### config.mk
export PLATFORM = sky130hd
export DESIGN_NAME = chirp_offset_remover
export DESIGN_NICKNAME = d
export VERILOG_FILES = /design/src/logic/chirp_weight_pkg.sv /design/src/logic/chirp_offset_remover.sv
export VERILOG_INCLUDE_DIRS = /design/src /design/src/logic
export SDC_FILE = /design/constraint.sdc
export NUM_CORES = 1
export LEC_CHECK = 0
export BUFFER_PORTS_ARGS = -buffer_cell sky130_fd_sc_hd__buf_2
export CAP_MARGIN = 20
export CORE_UTILIZATION = 45
export CTS_BUF_LIST = sky130_fd_sc_hd__clkbuf_2
export DETAILED_ROUTE_END_ITERATION = 6
export PLACE_DENSITY = 0.71
export SYNTH_ARGS = -nofsm -noshare
export SYNTH_HDL_FRONTEND = slang
export SYNTH_SLANG_ARGS = --single-unit
### constraint.sdc
create_clock -name clk -period 1.25 [get_ports clk]
set_input_delay 0.0625 -clock clk [delete_from_list [all_inputs] [get_ports clk]]
set_output_delay 0.0625 -clock clk [all_outputs]
set_load 0.02 [all_outputs]
### src/logic/chirp_weight_macros.svh
`ifndef CHIRP_WEIGHT_MACROS_SVH
`define CHIRP_WEIGHT_MACROS_SVH

//////////////////////////////////////////////////
// data widths
//////////////////////////////////////////////////

// packed sample or weight, imag / high lane on top
`define CW_SAMPLE_W    32
// one lane of a packed pair
`define CW_LANE_W      16

// chirp geometry, also weight store depth
`define CW_CHIRP_LEN   16
`define CW_BIN_W       4

// q1.15 fixed point
`define CW_FRAC_BITS   15

// consumer pipeline depth per mode
`define CW_LAT_COMPLEX 4
`define CW_LAT_REAL    2

`endif
### src/logic/chirp_weight_pkg.sv
`include "chirp_weight_macros.svh"

package chirp_weight_pkg;

  //////////////////////////////////////////////////
  // vector types
  //////////////////////////////////////////////////

  // packed pair, upper half is imag or high lane
  typedef logic [`CW_SAMPLE_W-1:0] sample_t;

  // one signed lane
  typedef logic signed [`CW_LANE_W-1:0] lane_t;

  // bin position inside a chirp
  typedef logic [`CW_BIN_W-1:0] bin_idx_t;

  // product / sum accumulator, 34 bits
  typedef logic signed [2*`CW_LANE_W+1:0] wide_t;

  // arithmetic mode, 1 selects the real lane path
  typedef enum logic {
    MODE_COMPLEX = 1'b0,
    MODE_REAL    = 1'b1
  } mul_mode_e;

  // lane limits
  localparam lane_t LANE_MAX = 16'sh7fff;
  localparam lane_t LANE_MIN = 16'sh8000;

  //////////////////////////////////////////////////
  // saturation
  //////////////////////////////////////////////////

  // clamp a wide signed value into one lane
  function automatic lane_t sat_lane(input wide_t v);
    lane_t res;
    if (v > LANE_MAX) res = LANE_MAX;
    else if (v < LANE_MIN) res = LANE_MIN;
    else res = lane_t'(v);
    return res;
  endfunction

endpackage

### src/logic/chirp_offset_remover.sv
`timescale 1ns/1ps
`include "chirp_weight_macros.svh"

module chirp_offset_remover (
  input  logic                        clk,
  input  logic                        rst_n,
  input  logic                        i_valid,
  input  chirp_weight_pkg::sample_t   i_sample,
  input  logic                        i_chirp_start,
  input  chirp_weight_pkg::sample_t   i_offset,
  output logic                        o_valid,
  output chirp_weight_pkg::sample_t   o_sample,
  output logic                        o_rd_en,
  output chirp_weight_pkg::bin_idx_t  o_rd_addr
);

  import chirp_weight_pkg::*;

  // split lanes of sample and offset
  lane_t x_re;
  lane_t x_im;
  lane_t off_re;
  lane_t off_im;

  // one extra bit, difference cannot wrap
  logic signed [`CW_LANE_W:0] diff_re;
  logic signed [`CW_LANE_W:0] diff_im;

  // bin counter and the bin used this cycle
  bin_idx_t bin_cnt;
  bin_idx_t cur_bin;

  //////////////////////////////////////////////////
  // offset removal
  //////////////////////////////////////////////////

  assign x_re   = i_sample[`CW_LANE_W-1:0];
  assign x_im   = i_sample[2*`CW_LANE_W-1:`CW_LANE_W];
  assign off_re = i_offset[`CW_LANE_W-1:0];
  assign off_im = i_offset[2*`CW_LANE_W-1:`CW_LANE_W];

  assign diff_re = x_re - off_re;
  assign diff_im = x_im - off_im;

  // corrected sample, held between strobes
  always_ff @(posedge clk) begin
    if (i_valid) begin
      o_sample <= {sat_lane(diff_im), sat_lane(diff_re)};
    end
  end

  // valid follows the input by one cycle
  always_ff @(posedge clk or negedge rst_n) begin
    if (!rst_n) begin
      o_valid <= 1'b0;
    end else begin
      o_valid <= i_valid;
    end
  end

  //////////////////////////////////////////////////
  // bin index and weight read
  //////////////////////////////////////////////////

  // chirp start forces bin 0 for this sample
  assign cur_bin = i_chirp_start ? '0 : bin_cnt;

  always_ff @(posedge clk or negedge rst_n) begin
    if (!rst_n) begin
      bin_cnt <= '0;
    end else if (i_valid) begin
      // wrap after the last bin of a chirp
      if (cur_bin == bin_idx_t'(`CW_CHIRP_LEN - 1)) bin_cnt <= '0;
      else bin_cnt <= cur_bin + 1'b1;
    end else if (i_chirp_start) begin
      bin_cnt <= '0;
    end
  end

  // read issued in the strobe cycle, data lands with o_sample
  assign o_rd_en   = i_valid;
  assign o_rd_addr = cur_bin;

endmodule

==> metrics.txt <==
clock sink total 37; switch share 39.6%; Mapped Cells 439; Final GP Congestion 0.881; die area 8470 µm²; Worst Setup Start Kind input port; Crit. End Element flop; async set-reset flop share out of synthesis 13.5%; Most used DFF post-synth edfxtp_1; dpl ws -1.09 ns; Synth Register Bits 37; Sw Pwr 2.45 mW; WS Path Type in -> reg; Setup Viol. Count Final 33; first-pass GRT wire length 18900 µm; final hold viol count 0; Area Growth Syn to Fin 75.9%; Rel. slew slack 66.5%; Worst Max-Slew Pin Slew 0.502 ns; Flop pwr share 27.3%; worst path required time 1.50 ns; Antenna Cells 0; fraction of layout cells with a size suffix above 1 58.3%; DRT iter0 DRCs 182; starting density of the core 46.9%; final max-slew violation count 0; 1st-pass router iterations 5; Post-Place Cells 732; failing checks negative setup slack; Peak Freq 0.553 GHz; fin nets 774; total track usage 27.8%; Synth cell types 62; period utilization 145%; syn_nets 542; worst hold-check path type in -> reg; syn avg cell area 8.31 µm²; Comb pwr share 60.5%; htree depth 2; Clock Skew 0.0208 ns; CP Launch Point i_sample[0]; largest net degree at the start of global routing 19; Vias 4285; Worst-path clk slew 0.19 ns; Peak VDD IR 0.474 mV; total global routing overflow 0; max_cap viols 0; Crit path arrival time 2.06 ns; final wirelength 12700 µm; clk_lat worst skew 0.41 ns; Non-Filler Instances 774; Mapped Area 3650 µm²; yosys warns 0; Longest Clk Path Bufs 2; DRC violations left 0; Critical R2R Launch bin_cnt[1]; port bufs 105; filler instances 486; vias in the first global route 4130; CORE AREA 7770 µm²; Seq/Total Area, Yosys 29.8%; Chip Height 92.0 µm; # IOs 106; Hold Path Depth 2; CP Capture Point o_sample[8]; unrepaired setup endpoints after global routing yes; RR Endpoint bin_cnt[3]; reg2reg setup slack -0.08 ns; DIE WIDTH 92.0 µm; Vias/cell 5.54; CTS buffer count 5; Max FO, Critical Path 7; initial antenna violation count 0; Worst R2R Path Depth 5; root buffer cell clkbuf_2; drt wl/cell 16.4 µm; Pwr Total 6.18 mW; TritonCTS clock tree yes; EDFF count, synth 32; P_leak 2.82 nW; post-route ant nets 0; Cell Pwr Density 964 nW/µm²; setup ws final -0.557 ns; post-DP HPWL 8720 µm; status finished with violations; Final min period 1.81 ns; cell row count 32; clock power share 12.2%; Internal 3.73 mW
-- how the worst min path moves through the flow --
stage / slack (ns) / to / from
4_1_cts: 0.03 / bin_cnt[3] / i_valid
3_3_place_gp: -0.12 / bin_cnt[1] / rst_n
2_1_floorplan: -0.23 / bin_cnt[0] / rst_n
5_1_grt: 0.05 / o_valid / i_valid
3_5_place_dp: -0.12 / bin_cnt[1] / rst_n
6_report: 0.07 / o_valid / i_valid
-- layout by cell type, fill, tap and decap left out, drive strengths merged, types with 3 or more instances in the layout --
| cell | n |
|---|---|
| o211ai | 8 |
| ha | 33 |
| or3 | 3 |
| o21ai | 36 |
| nor3 | 4 |
| inv | 35 |
| xor2 | 9 |
| dlygate4sd3 | 4 |
| o22a | 4 |
| edfxtp | 32 |
| nand2b | 10 |
| and3 | 5 |
| a31oi | 3 |
| nand3 | 10 |
| nand2 | 49 |
| nor2 | 30 |
| xnor2 | 17 |
| a211oi | 6 |
| o21a | 10 |
| buf | 237 |
| clkbuf | 5 |
| a21oi | 56 |
| a21o | 7 |
| nand4 | 3 |
| a22oi | 7 |
| nor2b | 10 |
| dfrtp | 5 |
| and2 | 3 |
-- through the flow --
step	area [µm²]	util, %	setup TNS [ns]	hold WS, ns
floorplan	4250	-	-21.78	-0.233
global placement	5540	71.3	-28.61	-0.119
detailed placement	5540	71.3	-30.23	-0.117
CTS	6140	79.1	-14.37	0.0320
global route	6410	82.6	-17.62	0.0453
finish	6410	82.6	-15.55	0.0685
-- per-layer routing --
layer / track usage [%] / vias up / wire length, µm
met5: 0 / - / 0
met4: 7.68 / 0 / 243
met3: 2.16 / 24 / 606
met2: 50.1 / 176 / 6420
met1: 35.4 / 2032 / 5440
li1: - / 2053 / -
-- cell type report --
type | instances | area [µm²] | area share (%)
multi-input cells | 351 | 3190 | 49.8
repair buffers | 241 | 1740 | 27.2
flip-flops and latches | 37 | 1090 | 16.9
inverters | 35 | 194 | 3.02
well taps | 102 | 128 | 1.99
clock inverters | 3 | 41.3 | 0.644
clock buffers | 5 | 25.0 | 0.390
-- power by group through the flow --
| stage | logic [mW] | clock network [mW] | registers (mW) |
|---|---|---|---|
| finish | 3.74 | 0.755 | 1.69 |
| global route | 3.98 | 0.786 | 1.70 |
| CTS | 3.41 | 0.740 | 1.68 |
| detailed placement | 3.04 | 0 | 1.71 |
| global placement | 2.95 | 0 | 1.71 |
| floorplan | 1.67 | 0 | 1.98 |
-- worst max-delay path, stage by stage --
cell and delay [ns]:
buf_8 0.08, inv_8 0.03, ha_4 0.15, fa_2 0.37, nand2b_4 0.16, a21oi_4 0.19, a2bb2oi_4 0.25, a31oi_4 0.16
buf_6 0.17, o211ai_1 0.15, nand3_1 0.13, a21oi_2 0.15
-- synthesized netlist by cell type (2+ instances only) --
library cell  count  area, µm²
o21ai_0          35        175
o21a_1           10       75.1
and3_1            5       31.3
a211oi_1          6       45.0
nand3_1          10       50.1
ha_1             33        413
clkbuf_1          7       26.3
buf_2             6       30.0
edfxtp_1         32        961
nand2b_1         10       62.6
nand2_1          49        184
o22a_1            4       35.0
a31o_2            2       17.5
xnor2_1          17        149
a21oi_1          56        280
nor3_1            3       15.0
a31oi_1           2       12.5
a22oi_1           7       52.6
inv_1            35        131
or3_1             2       12.5
fa_1              2       40.0
nor2b_1           9       56.3
nor2_1           30        113
a21o_1            7       52.6
nand4_1           3       18.8
dfrtp_1           5        125
o211ai_1          8       60.1
and2_1            2       12.5
xor2_1            9       78.8
-- cells by family (layout without fill, tap and decap cells) --
| kind of cell | Yosys count | after routing | synth area share [%] |
|---|---|---|---|
| muxes | 3 | 3 | 1.10 |
| DFF | 37 | 37 | 29.8 |
| adders and majority gates | 35 | 35 | 12.4 |
| buffers and inverters | 51 | 284 | 5.80 |
| and+or+nand+nor | 133 | 133 | 17.5 |
| xor gates and xnor gates | 26 | 26 | 6.25 |
| AOI/OAI and AO/OA | 154 | 154 | 27.2 |
-- sequential cells by signal, indices dropped and copies added (netlist names) --
register	flops
bin_cnt	4
o_sample	32
o_valid	1
-- repair_timing --
item                                   in CTS  in global routing
setup buffers                              21                 10
setup endpoints to repair                  33                 37
gates resized for setup                    90                 56
hold buffers                                4                  0
endpoints found under the hold margin       8                  0
pin swaps                                  52                 37
Power figures use the tool's default switching activity.
