## config.mk

```make
export PLATFORM = sky130hd
export DESIGN_NAME = chirp_weight_mult
export DESIGN_NICKNAME = d
export VERILOG_FILES = /design/src/logic/chirp_weight_pkg.sv /design/src/logic/chirp_weight_mult.sv
export VERILOG_INCLUDE_DIRS = /design/src /design/src/logic
export SDC_FILE = /design/constraint.sdc
export NUM_CORES = 2
export LEC_CHECK = 0
export BUFFER_PORTS_ARGS = -buffer_cell sky130_fd_sc_hd__buf_2
export CAP_MARGIN = 5
export CORE_AREA = 3 3 403 405
export CTS_CLUSTER_SIZE = 14
export DETAILED_ROUTE_END_ITERATION = 6
export DIE_AREA = 0 0 406 408
export GPL_TIMING_DRIVEN = 0
export SETUP_SLACK_MARGIN = 0.3
export SLEW_MARGIN = 20
export SYNTH_ARGS = -nofsm -noshare
export SYNTH_HDL_FRONTEND = slang
export SYNTH_SLANG_ARGS = --single-unit
```

## constraint.sdc

```tcl
create_clock -name clk -period 7.1 [get_ports clk]
set_input_delay 0.71 -clock clk [delete_from_list [all_inputs] [get_ports clk]]
set_output_delay 0.71 -clock clk [all_outputs]
set_load 0.1 [all_outputs]
```

## src/logic/chirp_weight_macros.svh

```systemverilog
`ifndef CHIRP_WEIGHT_MACROS_SVH
`define CHIRP_WEIGHT_MACROS_SVH

//////////////////////////////////////////////////
// data widths
//////////////////////////////////////////////////

// packed sample or weight, imag / high lane on top
`define CW_SAMPLE_W    32
// one lane of a packed pair
`define CW_LANE_W      16

// chirp geometry, also weight store depth
`define CW_CHIRP_LEN   16
`define CW_BIN_W       4

// q1.15 fixed point
`define CW_FRAC_BITS   15

// consumer pipeline depth per mode
`define CW_LAT_COMPLEX 4
`define CW_LAT_REAL    2

`endif
```

## src/logic/chirp_weight_pkg.sv

```systemverilog
`include "chirp_weight_macros.svh"

package chirp_weight_pkg;

  //////////////////////////////////////////////////
  // vector types
  //////////////////////////////////////////////////

  // packed pair, upper half is imag or high lane
  typedef logic [`CW_SAMPLE_W-1:0] sample_t;

  // one signed lane
  typedef logic signed [`CW_LANE_W-1:0] lane_t;

  // bin position inside a chirp
  typedef logic [`CW_BIN_W-1:0] bin_idx_t;

  // product / sum accumulator, 34 bits
  typedef logic signed [2*`CW_LANE_W+1:0] wide_t;

  // arithmetic mode, 1 selects the real lane path
  typedef enum logic {
    MODE_COMPLEX = 1'b0,
    MODE_REAL    = 1'b1
  } mul_mode_e;

  // lane limits
  localparam lane_t LANE_MAX = 16'sh7fff;
  localparam lane_t LANE_MIN = 16'sh8000;

  //////////////////////////////////////////////////
  // saturation
  //////////////////////////////////////////////////

  // clamp a wide signed value into one lane
  function automatic lane_t sat_lane(input wide_t v);
    lane_t res;
    if (v > LANE_MAX) res = LANE_MAX;
    else if (v < LANE_MIN) res = LANE_MIN;
    else res = lane_t'(v);
    return res;
  endfunction

endpackage

```

## src/logic/chirp_weight_mult.sv

```systemverilog
`timescale 1ns/1ps
`include "chirp_weight_macros.svh"

module chirp_weight_mult (
  input  logic                        clk,
  input  logic                        rst_n,
  input  chirp_weight_pkg::mul_mode_e i_mode,
  input  logic                        i_valid,
  input  chirp_weight_pkg::sample_t   i_x,
  input  chirp_weight_pkg::sample_t   i_w,
  output logic                        o_valid,
  output chirp_weight_pkg::sample_t   o_y
);

  import chirp_weight_pkg::*;

  // operand lanes
  lane_t xr;
  lane_t xi;
  lane_t wr;
  lane_t wi;

  // stage 1, gauss pre-adds and delayed operands
  logic signed [`CW_LANE_W:0] s1_xpx;
  logic signed [`CW_LANE_W:0] s1_wmw;
  logic signed [`CW_LANE_W:0] s1_wpw;
  lane_t s1_xr;
  lane_t s1_xi;
  lane_t s1_wr;

  // stage 2, three products
  wide_t s2_p1;
  wide_t s2_p2;
  wide_t s2_p3;

  // stage 3, real and imag sums
  wide_t s3_re;
  wide_t s3_im;

  // real path, one product per lane
  wide_t r1_hi;
  wide_t r1_lo;

  // results ahead of the output register
  sample_t cplx_y;
  sample_t real_y;

  // valid delay lines, one per mode
  logic [`CW_LAT_COMPLEX-1:0] vld_cplx;
  logic [`CW_LAT_REAL-1:0]    vld_real;

  assign xr = i_x[`CW_LANE_W-1:0];
  assign xi = i_x[2*`CW_LANE_W-1:`CW_LANE_W];
  assign wr = i_w[`CW_LANE_W-1:0];
  assign wi = i_w[2*`CW_LANE_W-1:`CW_LANE_W];

  //////////////////////////////////////////////////
  // complex path, three multipliers
  //////////////////////////////////////////////////

  // re = wr(xr+xi) - xi(wr+wi)
  // im = wr(xr+xi) + xr(wi-wr)
  always_ff @(posedge clk) begin
    s1_xpx <= xr + xi;
    s1_wmw <= wi - wr;
    s1_wpw <= wr + wi;
    s1_xr  <= xr;
    s1_xi  <= xi;
    s1_wr  <= wr;
  end

  // 16 x 17 products, sign extended into 34 bits
  always_ff @(posedge clk) begin
    s2_p1 <= s1_wr * s1_xpx;
    s2_p2 <= s1_xr * s1_wmw;
    s2_p3 <= s1_xi * s1_wpw;
  end

  // shared term p1 feeds both parts
  always_ff @(posedge clk) begin
    s3_re <= s2_p1 - s2_p3;
    s3_im <= s2_p1 + s2_p2;
  end

  // floor shift then clamp, imag on top
  assign cplx_y = {sat_lane(s3_im >>> `CW_FRAC_BITS),
                   sat_lane(s3_re >>> `CW_FRAC_BITS)};

  //////////////////////////////////////////////////
  // real path, two independent lanes
  //////////////////////////////////////////////////

  always_ff @(posedge clk) begin
    r1_hi <= xi * wi;
    r1_lo <= xr * wr;
  end

  assign real_y = {sat_lane(r1_hi >>> `CW_FRAC_BITS),
                   sat_lane(r1_lo >>> `CW_FRAC_BITS)};

  //////////////////////////////////////////////////
  // output select
  //////////////////////////////////////////////////

  // last stage of either path lands here
  always_ff @(posedge clk) begin
    if (i_mode == MODE_REAL) o_y <= real_y;
    else o_y <= cplx_y;
  end

  // valid tracks the selected path depth
  always_ff @(posedge clk or negedge rst_n) begin
    if (!rst_n) begin
      vld_cplx <= '0;
      vld_real <= '0;
    end else begin
      vld_cplx <= {vld_cplx[`CW_LAT_COMPLEX-2:0], i_valid};
      vld_real <= {vld_real[`CW_LAT_REAL-2:0], i_valid};
    end
  end

  // mode is stable while samples are in flight
  assign o_valid = (i_mode == MODE_REAL) ? vld_real[`CW_LAT_REAL-1]
                                         : vld_cplx[`CW_LAT_COMPLEX-1];

endmodule

```

==> results.txt <==
----------------------------------------------------
[Floorplanning]
  Die area ... 165600 um2
  Floorplan Core Area ... 158700 um2
  Die width ... 406 um
  Floorplan die height ... 408 um
  Number of rows created at floorplan ... 146
  I/O Pins ... 101
  Starting density of the core ... 38.08%

[Finish]
  Fillcell total ... 15560
  Highest-count cells in the layout ignoring fill and taps ... sky130_fd_sc_hd__inv_1 (1554), sky130_fd_sc_hd__fa_1 (1345), sky130_fd_sc_hd__nand2_1 (675)
  Area Growth Syn to Fin ... 8.837%
  Design Area, Final ... 65790 um2
  Most common cell after layout, fill and taps aside ... sky130_fd_sc_hd__inv_1
  Number of nets in the finished design ... 8533
  Fraction of final layout cells sized beyond drive strength 1 ... 6.889%

[Yosys]
  Number of nets produced by synthesis ... 8380
  XOR/XNOR Fraction of Synth Area ... 3.202%
  Area share of the largest cell type after synthesis ... 44.81%
  Dominant combinational cell family by area after synthesis ... adder cells
  Yosys cell types ... 76
  Synth Area per Inst ... 9.390 um2
  Synth Area in Compound Gates ... 5.839%
  Yosys warning count ... 0
  Proportion of register bits with asynchronous set or reset after synthesis ... 1.311%
  Number of enable-type register cells in the synthesized netlist ... 0
  Sequential fraction of the synthesis area ... 10.13%
  Yosys top cell by area ... sky130_fd_sc_hd__fa_1
  Multiplexer area fraction after synthesis ... 0.1056%
  Synthesized-area fraction occupied by and/or/nand/nor cells ... 14.27%
  Syn Inst Count ... 6437
  Post-Syn Area ... 60450 um2
  Adder-cell share of the synthesized area ... 55.62%
  Area contributors post-synth ... sky130_fd_sc_hd__fa_1 (45%), sky130_fd_sc_hd__ha_1 (11%), sky130_fd_sc_hd__dfxtp_1 (10%)
  Synth Flop Type ... sky130_fd_sc_hd__dfxtp_1
  Flip-flop and latch count after synthesis ... 305

[STA]
  Transition at the pin with the smallest max-transition slack ... 1.001 ns
  Hold Fails Final Rpt ... 0
  Final-layout worst hold slack ... 0.2074 ns
  Slew HR ... 32.80%
  Clock skew ... 0.03069 ns
  RSZ-0062 raised after global routing ... yes
  Post-route fraction of the period consumed by the critical path ... 93.73%
  Crit path time final ... 6.655 ns
  Fmax ... 0.1503 GHz
  Number of endpoints failing setup at the final stage ... 0
  Total count of max-transition violations in the final report ... 0

[Global route]
  Largest net degree at the start of global routing ... 15
  Global-route wire length before repair ... 277300 um
  GRT overflow ... 0
  Total track usage ... 22.09%
  Number of antenna violations at the first check in global routing ... 25
  Via count of the first global-routing pass ... 46430

[Clock network]
  Latest clock arrival within the worst-skew pair ... 0.61 ns
  CTS buffer count ... 38
  Clk slew on worst S/H paths ... 0.06 ns
  TritonCTS clock tree ... built
  Root buffer cell ... sky130_fd_sc_hd__clkbuf_16
  Buffers from clock root to sink, at most ... 3
  Clock net sink count ... 305
  H-tree level count ... 2

[Outcome]
  Run status ... finished, final reports clean

[Critical path]
  Endpoint arrival time on the critical path ... 7.18 ns
  CP Capture Type ... register
  Cell depth of the worst flop-to-flop path ... 21
  Worst setup path category ... primary input to register
  CP Data Required Time ... 7.62 ns
  Critical path fanouts, max ... 10
  Startpoint kind of the worst setup timing path ... primary input
  Worst R2R End ... s2_p1[25]
  Worst R2R Start ... s1_xpx[2]
  Worst reg2reg setup slack ... 0.46 ns

[Routing]
  Total wire length ... 179800 um
  DRC marker count from the first detailed-route iteration ... 3045
  Number of vias after detailed routing ... 43540
  Total DRC errors in the routed layout ... 0
  Post-route antenna net violation count ... 0
  Routed wire length per instance ... 20.65 um
  Pre-antenna DRT Iters ... 6
  Via-to-Cell Ratio ... 5.001

[Hold path]
  Min-delay src ... i_valid
  Hold depth ... 1
  Classification of the worst-slack hold path ... primary input to register
  Worst hold endpoint ... vld_real[0]

[Placement]
  Dpl hpwl ... 152100 um
  Area after detailed placement ... 63540 um2
  Number of buffers inserted by port buffering ... 100
  Gpl congestion ... 0.9763

[Job]
  Max Cap Violations ... 0

----------------------------------------------------
-- logic make-up (layout without fill, tap and decap cells) --
group                    count (synthesis)  after routing
buffers and inverters                 1745           1927
flip-flops                             305            305
AO/OA/AOI/OAI                          534            534
multiplexers                             6              6
adder cells (fa/ha/maj)               1875           1875
other                                    0             16
XOR/XNOR                               221            221
AND/OR/NAND/NOR                       1751           1751
-- worst max-delay path by stage --
stage	cells after the start	endpoint	from	slack [ns]
6_report	23	r1_lo[31]	i_w[8]	0.45
3_3_place_gp	22	r1_hi[31]	i_x[26]	-0.89
2_1_floorplan	20	r1_lo[31]	i_x[15]	0.60
4_1_cts	21	s2_p1[25]	s1_wr[2]	0.22
5_1_grt	21	s2_p1[25]	s1_xpx[10]	0.26
3_5_place_dp	22	r1_hi[31]	i_x[26]	-0.94
-- critical path: stages --
cell	delay, ns
sky130_fd_sc_hd__buf_2	0.24
sky130_fd_sc_hd__buf_2	0.31
sky130_fd_sc_hd__clkbuf_4	0.30
sky130_fd_sc_hd__nand2_1	0.09
sky130_fd_sc_hd__fa_1	0.51
sky130_fd_sc_hd__inv_1	0.05
sky130_fd_sc_hd__fa_1	0.49
sky130_fd_sc_hd__inv_1	0.05
sky130_fd_sc_hd__fa_1	0.53
sky130_fd_sc_hd__inv_1	0.06
sky130_fd_sc_hd__fa_1	0.46
sky130_fd_sc_hd__fa_1	0.54
sky130_fd_sc_hd__fa_1	0.45
sky130_fd_sc_hd__ha_1	0.31
sky130_fd_sc_hd__nor2_1	0.22
sky130_fd_sc_hd__nand4_1	0.19
sky130_fd_sc_hd__a21oi_4	0.25
sky130_fd_sc_hd__nor2_1	0.11
sky130_fd_sc_hd__a21oi_1	0.23
sky130_fd_sc_hd__o21ai_1	0.25
sky130_fd_sc_hd__a2111o_1	0.45
sky130_fd_sc_hd__a31oi_1	0.21
sky130_fd_sc_hd__xnor2_1	0.13
-- routing by layer --
| layer | up-vias | part of all wire (%) | GRT usage [%] |
|---|---|---|---|
| li1 | 19450 | - | - |
| met1 | 22190 | 43 | 30.25 |
| met2 | 1559 | 44 | 34.21 |
| met3 | 325 | 8.5 | 4.834 |
| met4 | 12 | 4.2 | 8.368 |
| met5 | - | 0.041 | 0 |
-- timing repair --
action | CTS | global route
gates cloned | 0 | 0
buffers inserted | 4 | 8
gates resized for setup | 216 | 288
setup endpoints to repair | 51 | 35
endpoints found under the hold margin | 4 | 0
pin swaps | 6 | 12
hold buffers | 1 | 0
-- layout make-up --
cell class | instances | area, um2 | share of cell area (%)
Antenna cell | 16 | 40.04 | 0.06086
Buffer | 189 | 1169 | 1.776
Clock buffer | 47 | 1046 | 1.590
Clock inverter | 22 | 215.2 | 0.3271
Inverter | 1556 | 5841 | 8.878
Multi-Input combinational cell | 4387 | 48010 | 72.98
Sequential cell | 305 | 6246 | 9.494
Tap cell | 2072 | 2592 | 3.941
Timing Repair Buffer | 113 | 625.6 | 0.9510
-- registers in the layout (all words and copies together) (netlist names) --
signal	cells
s1_xi	16
s1_xpx	17
s2_p3	33
o_y	32
s2_p2	33
r1_hi	17
s3_im	19
s1_wpw	17
vld_real	1
vld_cplx	3
s3_re	19
r1_lo	17
s1_xr	16
s1_wr	16
s2_p1	33
s1_wmw	16
-- per-stage QoR --
step | std cells | worst slack, ns | util [%] | TNS, ns
4_1_cts | 8683 | 0.2173 | 41.11 | 0
2_1_floorplan | 6437 | 0.6039 | - | 0
3_3_place_gp | 8609 | -0.8885 | 40.03 | -20.57
3_5_place_dp | 8609 | -0.9409 | 40.03 | -20.48
6_report | 8707 | 0.4451 | 41.44 | 0
5_1_grt | 8694 | 0.2565 | 41.42 | 0
-- Yosys cell counts, types with 7 or more instances --
master and number:
sky130_fd_sc_hd__inv_1 1555, sky130_fd_sc_hd__fa_1 1353, sky130_fd_sc_hd__nand2_1 677, sky130_fd_sc_hd__and2_1 637, sky130_fd_sc_hd__ha_1 522, sky130_fd_sc_hd__dfxtp_1 301, sky130_fd_sc_hd__nor2_1 220, sky130_fd_sc_hd__clkbuf_1 186
sky130_fd_sc_hd__xnor2_1 170, sky130_fd_sc_hd__a21oi_1 161, sky130_fd_sc_hd__o21ai_0 83, sky130_fd_sc_hd__a21o_1 69, sky130_fd_sc_hd__nor3_1 51, sky130_fd_sc_hd__xor2_1 51, sky130_fd_sc_hd__nand2b_1 42, sky130_fd_sc_hd__nand3_1 37
sky130_fd_sc_hd__o21bai_1 27, sky130_fd_sc_hd__nor2b_1 26, sky130_fd_sc_hd__o21a_1 26, sky130_fd_sc_hd__a211oi_1 23, sky130_fd_sc_hd__nand4_1 19, sky130_fd_sc_hd__o22ai_1 17, sky130_fd_sc_hd__a31oi_1 16, sky130_fd_sc_hd__o211ai_1 15
sky130_fd_sc_hd__and3_1 13, sky130_fd_sc_hd__or3_1 9, sky130_fd_sc_hd__a31o_2 8, sky130_fd_sc_hd__o21ai_1 8, sky130_fd_sc_hd__a2111oi_0 7, sky130_fd_sc_hd__a211o_1 7
Power is left out: the tool's default activity adds up to more than one toggle a clock period on the data nets, which glitch-free logic cannot reach.
