## src/logic/chirp_weight_macros.svh

```systemverilog
`ifndef CHIRP_WEIGHT_MACROS_SVH
`define CHIRP_WEIGHT_MACROS_SVH

//////////////////////////////////////////////////
// data widths
//////////////////////////////////////////////////

// packed sample or weight, imag / high lane on top
`define CW_SAMPLE_W    32
// one lane of a packed pair
`define CW_LANE_W      16

// chirp geometry, also weight store depth
`define CW_CHIRP_LEN   16
`define CW_BIN_W       4

// q1.15 fixed point
`define CW_FRAC_BITS   15

// consumer pipeline depth per mode
`define CW_LAT_COMPLEX 4
`define CW_LAT_REAL    2

`endif
```

## src/logic/chirp_weight_pkg.sv

```systemverilog
`include "chirp_weight_macros.svh"

package chirp_weight_pkg;

  //////////////////////////////////////////////////
  // vector types
  //////////////////////////////////////////////////

  // packed pair, upper half is imag or high lane
  typedef logic [`CW_SAMPLE_W-1:0] sample_t;

  // one signed lane
  typedef logic signed [`CW_LANE_W-1:0] lane_t;

  // bin position inside a chirp
  typedef logic [`CW_BIN_W-1:0] bin_idx_t;

  // product / sum accumulator, 34 bits
  typedef logic signed [2*`CW_LANE_W+1:0] wide_t;

  // arithmetic mode, 1 selects the real lane path
  typedef enum logic {
    MODE_COMPLEX = 1'b0,
    MODE_REAL    = 1'b1
  } mul_mode_e;

  // lane limits
  localparam lane_t LANE_MAX = 16'sh7fff;
  localparam lane_t LANE_MIN = 16'sh8000;

  //////////////////////////////////////////////////
  // saturation
  //////////////////////////////////////////////////

  // clamp a wide signed value into one lane
  function automatic lane_t sat_lane(input wide_t v);
    lane_t res;
    if (v > LANE_MAX) res = LANE_MAX;
    else if (v < LANE_MIN) res = LANE_MIN;
    else res = lane_t'(v);
    return res;
  endfunction

endpackage

```

## src/logic/chirp_weight_ram.sv

```systemverilog
`timescale 1ns/1ps
`include "chirp_weight_macros.svh"

module chirp_weight_ram (
  input  logic                        clk,
  input  logic                        rst_n,
  input  logic                        i_wr_en,
  input  chirp_weight_pkg::bin_idx_t  i_wr_addr,
  input  chirp_weight_pkg::sample_t   i_wr_data,
  input  logic                        i_rd_en,
  input  chirp_weight_pkg::bin_idx_t  i_rd_addr,
  output chirp_weight_pkg::sample_t   o_rd_data
);

  import chirp_weight_pkg::*;

  // one packed weight per bin
  sample_t mem [`CW_CHIRP_LEN];

  //////////////////////////////////////////////////
  // host write port
  //////////////////////////////////////////////////

  // all weights start at zero
  always_ff @(posedge clk or negedge rst_n) begin
    if (!rst_n) begin
      for (int i = 0; i < `CW_CHIRP_LEN; i++) begin
        mem[i] <= '0;
      end
    end else if (i_wr_en) begin
      mem[i_wr_addr] <= i_wr_data;
    end
  end

  //////////////////////////////////////////////////
  // registered read
  //////////////////////////////////////////////////

  // holds last read when enable is low
  always_ff @(posedge clk or negedge rst_n) begin
    if (!rst_n) begin
      o_rd_data <= '0;
    end else if (i_rd_en) begin
      o_rd_data <= mem[i_rd_addr];
    end
  end

endmodule

```

## config.mk

```make
export PLATFORM = sky130hd
export DESIGN_NAME = chirp_weight_ram
export DESIGN_NICKNAME = d
export VERILOG_FILES = /design/src/logic/chirp_weight_pkg.sv /design/src/logic/chirp_weight_ram.sv
export VERILOG_INCLUDE_DIRS = /design/src /design/src/logic
export SDC_FILE = /design/constraint.sdc
export NUM_CORES = 1
export LEC_CHECK = 0
export ABC_CLOCK_PERIOD_IN_PS = 2160
export BUFFER_PORTS_ARGS = -buffer_cell sky130_fd_sc_hd__buf_2
export CAP_MARGIN = 20
export CORE_MARGIN = 10
export CORE_UTILIZATION = 30
export CTS_BUF_LIST = sky130_fd_sc_hd__clkbuf_8
export DETAILED_ROUTE_END_ITERATION = 8
export SYNTH_ARGS = -nofsm -noshare
export SYNTH_HDL_FRONTEND = slang
export SYNTH_SLANG_ARGS = --single-unit
export TNS_END_PERCENT = 50
```

## constraint.sdc

```tcl
create_clock -name clk -period 2.16 [get_ports clk]
set_clock_uncertainty 0.2 [all_clocks]
set_input_delay 0.324 -clock clk [delete_from_list [all_inputs] [get_ports clk]]
set_output_delay 0.324 -clock clk [all_outputs]
set_load 0.1 [all_outputs]
```

==> results of run 1 <==
[power breakdown]
part / switching (uW) / total [uW] / internal, uW / leakage (uW)
Combinational: 2660 / 5790 / 3130 / 0.00438
Clock: 4130 / 9130 / 5000 / 0.00110
Sequential: 1160 / 13700 / 12600 / 0.00665
Total: 7950 / 28600 / 20700 / 0.0121
[layout make-up]
class | count | area (sq um)
multi-input combinational | 796 | 9820
fill | 7558 | 50600
sequential | 544 | 13600
clock inverter | 49 | 231
clock buffer | 118 | 1620
tap | 1050 | 1310
timing repair buffer | 193 | 1950
[cells by family after synthesis]
family | count (synthesis)
AOI/OAI and AO/OA | 64
and+or+nand+nor | 60
buffers and inverters | 134
muxes | 672
DFF | 544
[metrics by stage]
step            util  total power, uW  cells
2_1_floorplan      -            18000   1474
3_3_place_gp   0.333            19300   2547
3_5_place_dp   0.333            19700   2547
4_1_cts        0.361            29000   2750
5_1_grt        0.361            30100   2750
6_report       0.361            28600   2750
[synthesized netlist by cell type]
library cell and n:
sky130_fd_sc_hd__nand2_1 2, sky130_fd_sc_hd__mux2i_1 32, sky130_fd_sc_hd__and2_1 1, sky130_fd_sc_hd__o22ai_1 32
sky130_fd_sc_hd__nor2_1 38, sky130_fd_sc_hd__nand3_1 2, sky130_fd_sc_hd__clkbuf_1 57, sky130_fd_sc_hd__buf_1 2
sky130_fd_sc_hd__a221oi_1 32, sky130_fd_sc_hd__buf_4 7, sky130_fd_sc_hd__nand3b_1 2, sky130_fd_sc_hd__nor3_1 6
sky130_fd_sc_hd__mux2_1 3, sky130_fd_sc_hd__or3_1 2, sky130_fd_sc_hd__or4_1 1, sky130_fd_sc_hd__buf_2 68
sky130_fd_sc_hd__mux2_2 509, sky130_fd_sc_hd__nand2b_1 4, sky130_fd_sc_hd__dfrtp_1 544, sky130_fd_sc_hd__or2_2 1
sky130_fd_sc_hd__nor4_2 1, sky130_fd_sc_hd__mux4_2 128
[state kept, by name, summed over array words and instances, names as in the netlist]
| signal | cells |
|---|---|
| o_rd_data | 32 |
| mem | 512 |
[metal layers]
metal | track usage | up-vias
met5 | 0 | -
met4 | 0.0374 | 2
met3 | 0.0271 | 82
met2 | 0.214 | 272
met1 | 0.188 | 7528
li1 | - | 5853
[worst max path at each step]
| stage | cells past startpoint | endpoint | from | slack, ns |
|---|---|---|---|---|
| 3_3_place_gp | 5 | mem[486]$_DFFE_PN0P_ | i_wr_addr[1] | 0.03 |
| 6_report | 1 | o_rd_data[9] | o_rd_data[9]$_DFFE_PN0P_ | 0.08 |
| 2_1_floorplan | 6 | o_rd_data[10]$_DFFE_PN0P_ | i_rd_addr[1] | 0.23 |
| 5_1_grt | 1 | o_rd_data[9] | o_rd_data[9]$_DFFE_PN0P_ | 0.02 |
| 4_1_cts | 1 | o_rd_data[30] | o_rd_data[30]$_DFFE_PN0P_ | 0.003 |
| 3_5_place_dp | 5 | mem[486]$_DFFE_PN0P_ | i_wr_addr[1] | 0.04 |
[timing repair]
item | 4_1_cts | 5_1_grt
gates resized for setup | 3 | 0
hold buffers | 36 | 0
setup endpoints to repair | 3 | 0
endpoints found under the hold margin | 1063 | 0
==> impl_metrics.json, run 1 <==
{
  "outcome": "completed",
  "p_leak_uw": 0.0121,
  "min_delay_path_depth": 4,
  "crit_buf_inv": 1,
  "place.detailed.hpwl_mm": 37.0,
  "route.top_layer_used": "met5",
  "growth_of_design_area_from_synthesis_to_finish_pct": 19.2,
  "worst_setup_hold_path_clk_slew_ns": 0.06,
  "finalWirelength_mm": 61.8,
  "worst_r2r_path_depth": 3,
  "vias": 13700,
  "slew_headroom": 0.626,
  "synthesized_area_fraction_occupied_by_ao_oa_aoi_and_oai_cells": 0.0201,
  "gpl.final_weighted_congestion": 0.714,
  "core_area_sq_um": 79100,
  "leading_cell_type_in_the_layout_fill_and_taps_excluded": "sky130_fd_sc_hd__dfrtp_1",
  "hold_path_end": "o_rd_data[12]$_DFFE_PN0P_",
  "crit_type": "flip-flop to output port",
  "avgRoutedWirePerCell_microns": 22.5,
  "hold-worst-slack_ns": 0.140,
  "floorplan.die.width_microns": 303,
  "synthesis.instances": 1474,
  "wl_met2_mm": 28.6,
  "die_height_microns": 303,
  "setup.worst_path.end_class": "output port",
  "tritoncts": "yes",
  "cts_inserted_buffers": 94,
  "route.antenna.remaining_nets": 0,
  "post_route_setup_slack_ns": 0.0807,
  "overflow_left_after_global_routing": 0,
  "number_of_setup_violations_in_the_final_report": 0,
  "vdd_drop_max_v": 0.000450,
  "critical_path_required_ns": 1.64,
  "seq_area_frac_synth": 0.568,
  "cp_data_arrival_time_ns": 1.56,
  "synth.yosys.warnings": 0,
  "finished_layout_cell_area_sq_um": 28500,
  "synth-xor-area-share": 0,
  "synth.largest_area_cell": "sky130_fd_sc_hd__dfrtp_1",
  "reg2reg_slack_ns": 0.57,
  "syn_avg_cell_area_sq_um": 16.2,
  "synth_top_family_by_area": "multiplexers",
  "drt_first_pass_iters": 4,
  "first_global_vias": 15200,
  "port_buffers": 75,
  "clk-insertion-delay-late_ns": 0.67,
  "placed_cell_area_sq_um": 26300,
  "clk_root_buffer_cell": "sky130_fd_sc_hd__clkbuf_8",
  "routedLengthMet1_mm": 29.3,
  "worstSetupStartpointType": "flip-flop",
  "crit-reg2reg-capture": "o_rd_data[11]$_DFFE_PN0P_",
  "slew_viols_final": 0,
  "top_area_cells_in_the_synthesized_netlist": "sky130_fd_sc_hd__dfrtp_1 (57%), sky130_fd_sc_hd__mux2_2 (24%), sky130_fd_sc_hd__mux4_2 (12%)",
  "post_cts.repair.setup_buffers": 0,
  "final_layout_size_suffix_gt1_frac": 0.555,
  "crit_fanout": 2,
  "antenna_found_initial": 2,
  "globalRouteTotalUtil": 0.136,
  "hold_viol": 0,
  "fin_setup_tns_ns": 0,
  "synth_simple_gate_area_share": 0.0115,
  "clockBufferDepth": 3,
  "placement.setup.worst_slack_ns": 0.0353,
  "achievable-frequency_mhz": 481,
  "postSynthRegisterBits": 544,
  "initial_standard_cell_utilization_of_the_core": 0.303,
  "pin_count_of_the_biggest_net_entering_global_routing": 65,
  "synth_largest_type_area_fraction": 0.568,
  "die_area_sq_um": 91500,
  "layout_common_cells": "sky130_fd_sc_hd__dfrtp_1 (544), sky130_fd_sc_hd__mux2_2 (509), sky130_fd_sc_hd__mux4_2 (128)",
  "floorplan.io_pins": 76,
  "layout_worst_path_cycle_share": 0.963,
  "diodes": 0,
  "clkSinkCount": 544,
  "synth-adder-area-share": 0,
  "drc": 0,
  "timing_worst_slew_pin_value_ns": 0.565,
  "max_cap_viol_count": 0,
  "post-route-min-period_ns": 2.08,
  "vias_per_inst": 5.00,
  "min_path_type": "primary input to flip-flop",
  "mappedNetlistArea_sq_um": 24000,
  "synthesized_netlist_net_count": 1518,
  "worstPathCellList": "buf_2",
  "grt_pass1_wl_mm": 95.3,
  "cts_max_level": 3,
  "grt_setup_unrepaired": "no",
  "worst_hold_startpoint": "i_rd_addr[0]",
  "final_nets": 1673,
  "number_of_placement_rows": 103,
  "post_synth_mux_area_share": 0.374,
  "rr_startpoint": "mem[299]$_DFFE_PN0P_",
  "category_of_cells_accounting_for_the_largest_share_of_critical_path_delay": "buffers and inverters",
  "yosys.cell_types.count": 22,
  "cpPeakStageDelay_ns": 0.46,
  "power-per-cell-area_nw_per_um2": 1000,
  "cp_slowest_cell": "sky130_fd_sc_hd__buf_2",
  "met3_routed_wl_mm": 2.84,
  "drtIter0Drc": 656
}
No activity file was read; power rests on OpenSTA's default activity.
==> run 2, diff against run 1 <==
GPL_TIMING_DRIVEN = 0   (was default)
==> impl_metrics.json, run 2 (synthesis results as in run 1) <==
{
  "outcome": "completed",
  "placement.setup.worst_slack_ns": -0.560,
  "crit-reg2reg-capture": "o_rd_data[19]$_DFFE_PN0P_",
  "p_leak_uw": 0.0120,
  "floorplan.die.width_microns": 303,
  "setup.worst_path.end": "mem[447]$_DFFE_PN0P_",
  "vias": 14200,
  "clockBufferDepth": 3,
  "final_layout_size_suffix_gt1_frac": 0.528,
  "clk_root_buffer_cell": "sky130_fd_sc_hd__clkbuf_8",
  "drtIter0Drc": 913,
  "layout_worst_path_cycle_share": 1.00,
  "number_of_placement_rows": 103,
  "finalPower_uw": 29200,
  "timing_worst_slew_pin_value_ns": 1.10,
  "globalRouteTotalUtil": 0.144,
  "critical_path_required_ns": 2.53,
  "power-per-cell-area_nw_per_um2": 1030,
  "hold-worst-slack_ns": 0.0293,
  "worst_setup_sp": "i_wr_addr[0]",
  "worst_setup_hold_path_clk_slew_ns": 0.08,
  "cp_data_arrival_time_ns": 2.53,
  "grt_pass1_wl_mm": 99.5,
  "top_regs": "mem x512, o_rd_data x32",
  "crit_type": "primary input to flip-flop",
  "cp.depth": 5,
  "port_buffers": 73,
  "post_route_setup_slack_ns": 0.000113,
  "route.antenna.remaining_nets": 0,
  "antenna_found_initial": 11,
  "max_cap_viol_count": 0,
  "clkSinkCount": 544,
  "initial_standard_cell_utilization_of_the_core": 0.303,
  "place.detailed.hpwl_mm": 41.8,
  "drt_first_pass_iters": 5,
  "clk-insertion-delay-late_ns": 0.69,
  "cts_max_level": 3,
  "leading_cell_type_in_the_layout_fill_and_taps_excluded": "sky130_fd_sc_hd__dfrtp_1",
  "cts_inserted_buffers": 92,
  "worstSetupStartpointType": "primary input",
  "worst_path_most_repeated_cell": "sky130_fd_sc_hd__dlygate4sd3_1",
  "worstPathCellList": "buf_2, dlygate4sd3_1, nor4_4, mux2_2, dlygate4sd3_1",
  "largest-register": "mem",
  "die_area_sq_um": 91500,
  "rr_startpoint": "mem[51]$_DFFE_PN0P_",
  "gpl.final_weighted_congestion": 0.784,
  "category_of_cells_accounting_for_the_largest_share_of_critical_path_delay": "buffers and inverters",
  "die_height_microns": 303,
  "reg2reg_slack_ns": 0.53,
  "growth_of_design_area_from_synthesis_to_finish_pct": 17.7,
  "finished_layout_cell_area_sq_um": 28200,
  "overflow_left_after_global_routing": 0,
  "setup.worst_path.end_class": "flip-flop",
  "finalWirelength_mm": 65.6,
  "final_nets": 1731,
  "crit_buf_inv": 3,
  "largest_reg_flops": 512,
  "pin_count_of_the_biggest_net_entering_global_routing": 129,
  "number_of_setup_violations_in_the_final_report": 0,
  "placed_cell_area_sq_um": 25800,
  "cp_slowest_cell": "sky130_fd_sc_hd__dlygate4sd3_1",
  "avgRoutedWirePerCell_microns": 23.4,
  "core_area_sq_um": 79100,
  "floorplan.io_pins": 76,
  "first_global_vias": 15800,
  "crit_fanout": 7,
  "grt_setup_unrepaired": "no",
  "tritoncts": "yes",
  "achievable-frequency_mhz": 463,
  "vdd_drop_max_v": 0.000622,
  "slew_headroom": 0.270,
  "fill_cells": 7619,
  "post-route-min-period_ns": 2.16,
  "layout_common_cells": "sky130_fd_sc_hd__dfrtp_1 (544), sky130_fd_sc_hd__mux2_2 (509), sky130_fd_sc_hd__buf_2 (135)",
  "vias_per_inst": 5.05,
  "hold_viol": 0,
  "slew_viols_final": 0,
  "drc": 0,
  "cpPeakStageDelay_ns": 0.60,
  "min_path_type": "primary input to async pin",
  "worst_r2r_path_depth": 3
}
==> run 2: cell count changes in the layout (fill, tap and decap cells not counted), sizes merged <==
cell / previous run / this run
dlygate4sd3: 35 / 40
bufinv: 1 / 3
clkinvlp: 2 / 1
diode: 0 / 4
inv: 39 / 30
clkbuf: 118 / 181
buf: 158 / 154
clkinv: 7 / 4
==> run 2: area by class of cell <==
cell class | count | area [sq um] | area share
Multi-Input combinational cell | 796 | 9730 | 0.345
Clock inverter | 38 | 267 | 0.00946
Tap cell | 1050 | 1310 | 0.0466
Buffer | 134 | 614 | 0.0218
Timing Repair Buffer | 119 | 953 | 0.0338
Sequential cell | 544 | 13600 | 0.483
Antenna cell | 4 | 10.0 | 0.000355
Clock buffer | 122 | 1680 | 0.0596
==> run 2: repair_timing <==
action / CTS / global route
hold buffers: 39 / 1
hold endpoints to repair: 306 / 1
buffers inserted: 0 / 0
resized for setup: 5 / 2
gates cloned: 0 / 2
endpoints found under the setup margin: 5 / 248
==> run 2: power by group <==
group	switching, uW	internal, uW
logic	2730	3070
registers	1170	12500
clock network	4250	5400
total	8140	21000
==> run 2: worst register-to-register path, stage by stage, from the launching register on <==
cell and delay [ns]:
sky130_fd_sc_hd__dfrtp_1 0.38, sky130_fd_sc_hd__mux4_2 0.47, sky130_fd_sc_hd__o22ai_1 0.29, sky130_fd_sc_hd__a221oi_1 0.14
==> run 2: stage by stage <==
step	util	instances	setup TNS (ns)
6_report	0.356	2807	0
5_1_grt	0.356	2805	0
4_1_cts	0.355	2800	0
3_5_place_dp	0.325	2601	-145.41
3_3_place_gp	0.324	2597	-5572.32
2_1_floorplan	-	1474	0
==> run 2: worst min-delay path by stage <==
stage / end / from / cells past startpoint
after floorplan: mem[0]$_DFFE_PN0P_ / rst_n / 0
after global routing: mem[28]$_DFFE_PN0P_ / rst_n / 2
after global placement: mem[454]$_DFFE_PN0P_ / mem[454]$_DFFE_PN0P_ / 1
after detailed placement: mem[156]$_DFFE_PN0P_ / rst_n / 1
final: mem[28]$_DFFE_PN0P_ / rst_n / 2
after CTS: mem[416]$_DFFE_PN0P_ / i_wr_addr[0] / 3
==> run 2: layer usage <==
layer	track usage	vias to the layer above	wire length, microns
li1	-	5967	-
met1	0.184	7631	27900
met2	0.231	420	30900
met3	0.0377	141	4390
met4	0.0582	12	2250
met5	0	-	78
==> run 3, diff against run 2 <==
CORE_UTILIZATION = 45   (was 30)
==> impl_metrics.json, run 3 (synthesis results as in run 1) <==
{
  "outcome": "complete, but fails checks",
  "violations": "negative hold slack",
  "route.antenna.remaining_nets": 0,
  "met1_usage": 0.267,
  "floorplan.io_pins": 76,
  "crit_fanout": 10,
  "final_layout_size_suffix_gt1_frac": 0.524,
  "grt.met2_usage": 0.319,
  "setup.worst_path.end_class": "flip-flop",
  "cp_data_arrival_time_ns": 2.42,
  "fin_cells": 2448,
  "globalRouteTotalUtil": 0.204,
  "power-per-cell-area_nw_per_um2": 1030,
  "achievable-frequency_mhz": 468,
  "top_regs": "mem x512, o_rd_data x32",
  "gpl.final_weighted_congestion": 0.774,
  "clockBufferDepth": 3,
  "category_of_cells_accounting_for_the_largest_share_of_critical_path_delay": "buffers and inverters",
  "finalWirelength_mm": 63.4,
  "clkSinkCount": 544,
  "crit_type": "primary input to flip-flop",
  "grt_setup_unrepaired": "no",
  "number_of_placement_rows": 84,
  "die_area_sq_um": 62900,
  "first_global_vias": 15500,
  "drt_first_pass_iters": 5,
  "hold_viol": 41,
  "largest_reg_flops": 512,
  "vias_per_inst": 5.74,
  "initial_standard_cell_utilization_of_the_core": 0.455,
  "grt_pass1_wl_mm": 97.1,
  "final_util": 0.524,
  "overflow_left_after_global_routing": 0,
  "place.detailed.hpwl_mm": 39.8,
  "final_nets": 1735,
  "cpPeakStageDelay_ns": 0.91,
  "grt_most_used_layer": "met2",
  "finalPower_uw": 28400,
  "post_cts.repair.setup_buffers": 0,
  "gr-usage-met3": 0.0517,
  "max_cap_viol_count": 0,
  "tritoncts": "yes",
  "dp_cells": 2240,
  "cts_max_level": 3,
  "timing_worst_slew_pin_value_ns": 1.17,
  "layout_common_cells": "sky130_fd_sc_hd__dfrtp_1 (544), sky130_fd_sc_hd__mux2_2 (509), sky130_fd_sc_hd__buf_2 (139)",
  "cp_slowest_cell": "sky130_fd_sc_hd__clkbuf_1",
  "clk-insertion-delay-late_ns": 0.68,
  "worstSetupStartpointType": "primary input",
  "growth_of_design_area_from_synthesis_to_finish_pct": 15.2,
  "pin_count_of_the_biggest_net_entering_global_routing": 120,
  "worstPathCellList": "buf_2, buf_2, clkbuf_1, mux4_2, mux2i_1, a221oi_1",
  "avgRoutedWirePerCell_microns": 25.9,
  "antenna_found_initial": 6,
  "min_path_type": "primary input to async pin",
  "slew_headroom": 0.218,
  "p_leak_uw": 0.0120,
  "die_height_microns": 251,
  "vias": 14000,
  "crit_buf_inv": 3,
  "worst_path_most_repeated_cell": "sky130_fd_sc_hd__buf_2",
  "layout_worst_path_cycle_share": 0.988,
  "cts_inserted_buffers": 93,
  "worst_setup_hold_path_clk_slew_ns": 0.06,
  "hold-worst-slack_ns": -0.0320,
  "core_area_sq_um": 52700,
  "leading_cell_type_in_the_layout_fill_and_taps_excluded": "sky130_fd_sc_hd__dfrtp_1",
  "number_of_setup_violations_in_the_final_report": 0,
  "vdd_drop_max_v": 0.000613,
  "largest-register": "mem",
  "port_buffers": 73,
  "drc": 0,
  "drtIter0Drc": 759,
  "clk_root_buffer_cell": "sky130_fd_sc_hd__clkbuf_8",
  "post-route-min-period_ns": 2.14,
  "floorplan.die.width_microns": 251,
  "critical_path_required_ns": 2.44,
  "slew_viols_final": 0
}
## run 3: changes by cell type in the layout (fill, tap and decap cells not counted), moves of 2 or more
cell / before / now
sky130_fd_sc_hd__buf_2: 135 / 139
sky130_fd_sc_hd__buf_4: 12 / 8
sky130_fd_sc_hd__bufinv_16: 3 / 0
sky130_fd_sc_hd__clkbuf_8: 122 / 116
sky130_fd_sc_hd__clkinv_2: 3 / 8
sky130_fd_sc_hd__clkinvlp_4: 1 / 3
sky130_fd_sc_hd__diode_2: 4 / 2
sky130_fd_sc_hd__dlygate4sd3_1: 40 / 43
sky130_fd_sc_hd__inv_1: 27 / 34
## run 3: area by class of cell
| class | instances | area, sq um |
|---|---|---|
| plain buffers | 134 | 614 |
| fillers | 4408 | 25100 |
| clock inverters | 46 | 199 |
| well taps | 688 | 861 |
| diodes | 2 | 5.00 |
| multi-input cells | 796 | 9730 |
| clock buffers | 116 | 1600 |
| repair buffers | 122 | 971 |
| flip-flops and latches | 544 | 13600 |
## run 3: per-layer routing
| metal | vias up | share of wire |
|---|---|---|
| met2 | 368 | 0.47 |
| met4 | 8 | 0.039 |
| li1 | 5977 | - |
| met3 | 138 | 0.059 |
| met1 | 7557 | 0.43 |
| met5 | - | 0.00076 |
## run 3: worst reg2reg max path, stage by stage, from the launching register on
cell and delay [ns]:
sky130_fd_sc_hd__dfrtp_1 0.38, sky130_fd_sc_hd__mux4_2 0.48, sky130_fd_sc_hd__o22ai_1 0.26, sky130_fd_sc_hd__a221oi_1 0.13
## run 3: timing repair
item | CTS | global route
cloned | 0 | 1
hold buffers | 42 | 1
hold endpoints to repair | 448 | 5
endpoints found under the setup margin | 1 | 121
resized for setup | 1 | 1
## run 3: final timing paths
path | start | end | slack, ns | cells after the start
max | i_rd_addr[3] | o_rd_data[9]$_DFFE_PN0P_ | 0.02 | 6
min | rst_n | mem[119]$_DFFE_PN0P_ | -0.03 | 2
max reg2reg | mem[51]$_DFFE_PN0P_ | o_rd_data[19]$_DFFE_PN0P_ | 0.54 | 3
min reg2reg | mem[486]$_DFFE_PN0P_ | mem[486]$_DFFE_PN0P_ | 0.29 | 1
max in group asynchronous | rst_n | mem[139]$_DFFE_PN0P_ | 0.30 | 5
min in group clk | i_wr_en | mem[95]$_DFFE_PN0P_ | 0.08 | 4
## run 3: power breakdown
| group | leakage, uW | switching, uW | internal (uW) |
|---|---|---|---|
| Clock | 0.00105 | 4170 | 4800 |
| Sequential | 0.00665 | 1150 | 12500 |
| Combinational | 0.00431 | 2670 | 3060 |
## run 3: stage by stage
step	setup TNS (ns)	area [sq um]	hold WS [ns]	setup slack, ns
5_1_grt	0	27600	-0.0184	0.0166
2_1_floorplan	0	24000	-0.172	0.226
3_3_place_gp	-5746.39	25200	0.272	-10.46
3_5_place_dp	-106.46	25300	0.0932	-0.602
4_1_cts	0	27500	-0.0485	0.00399
6_report	0	27600	-0.0320	0.0249
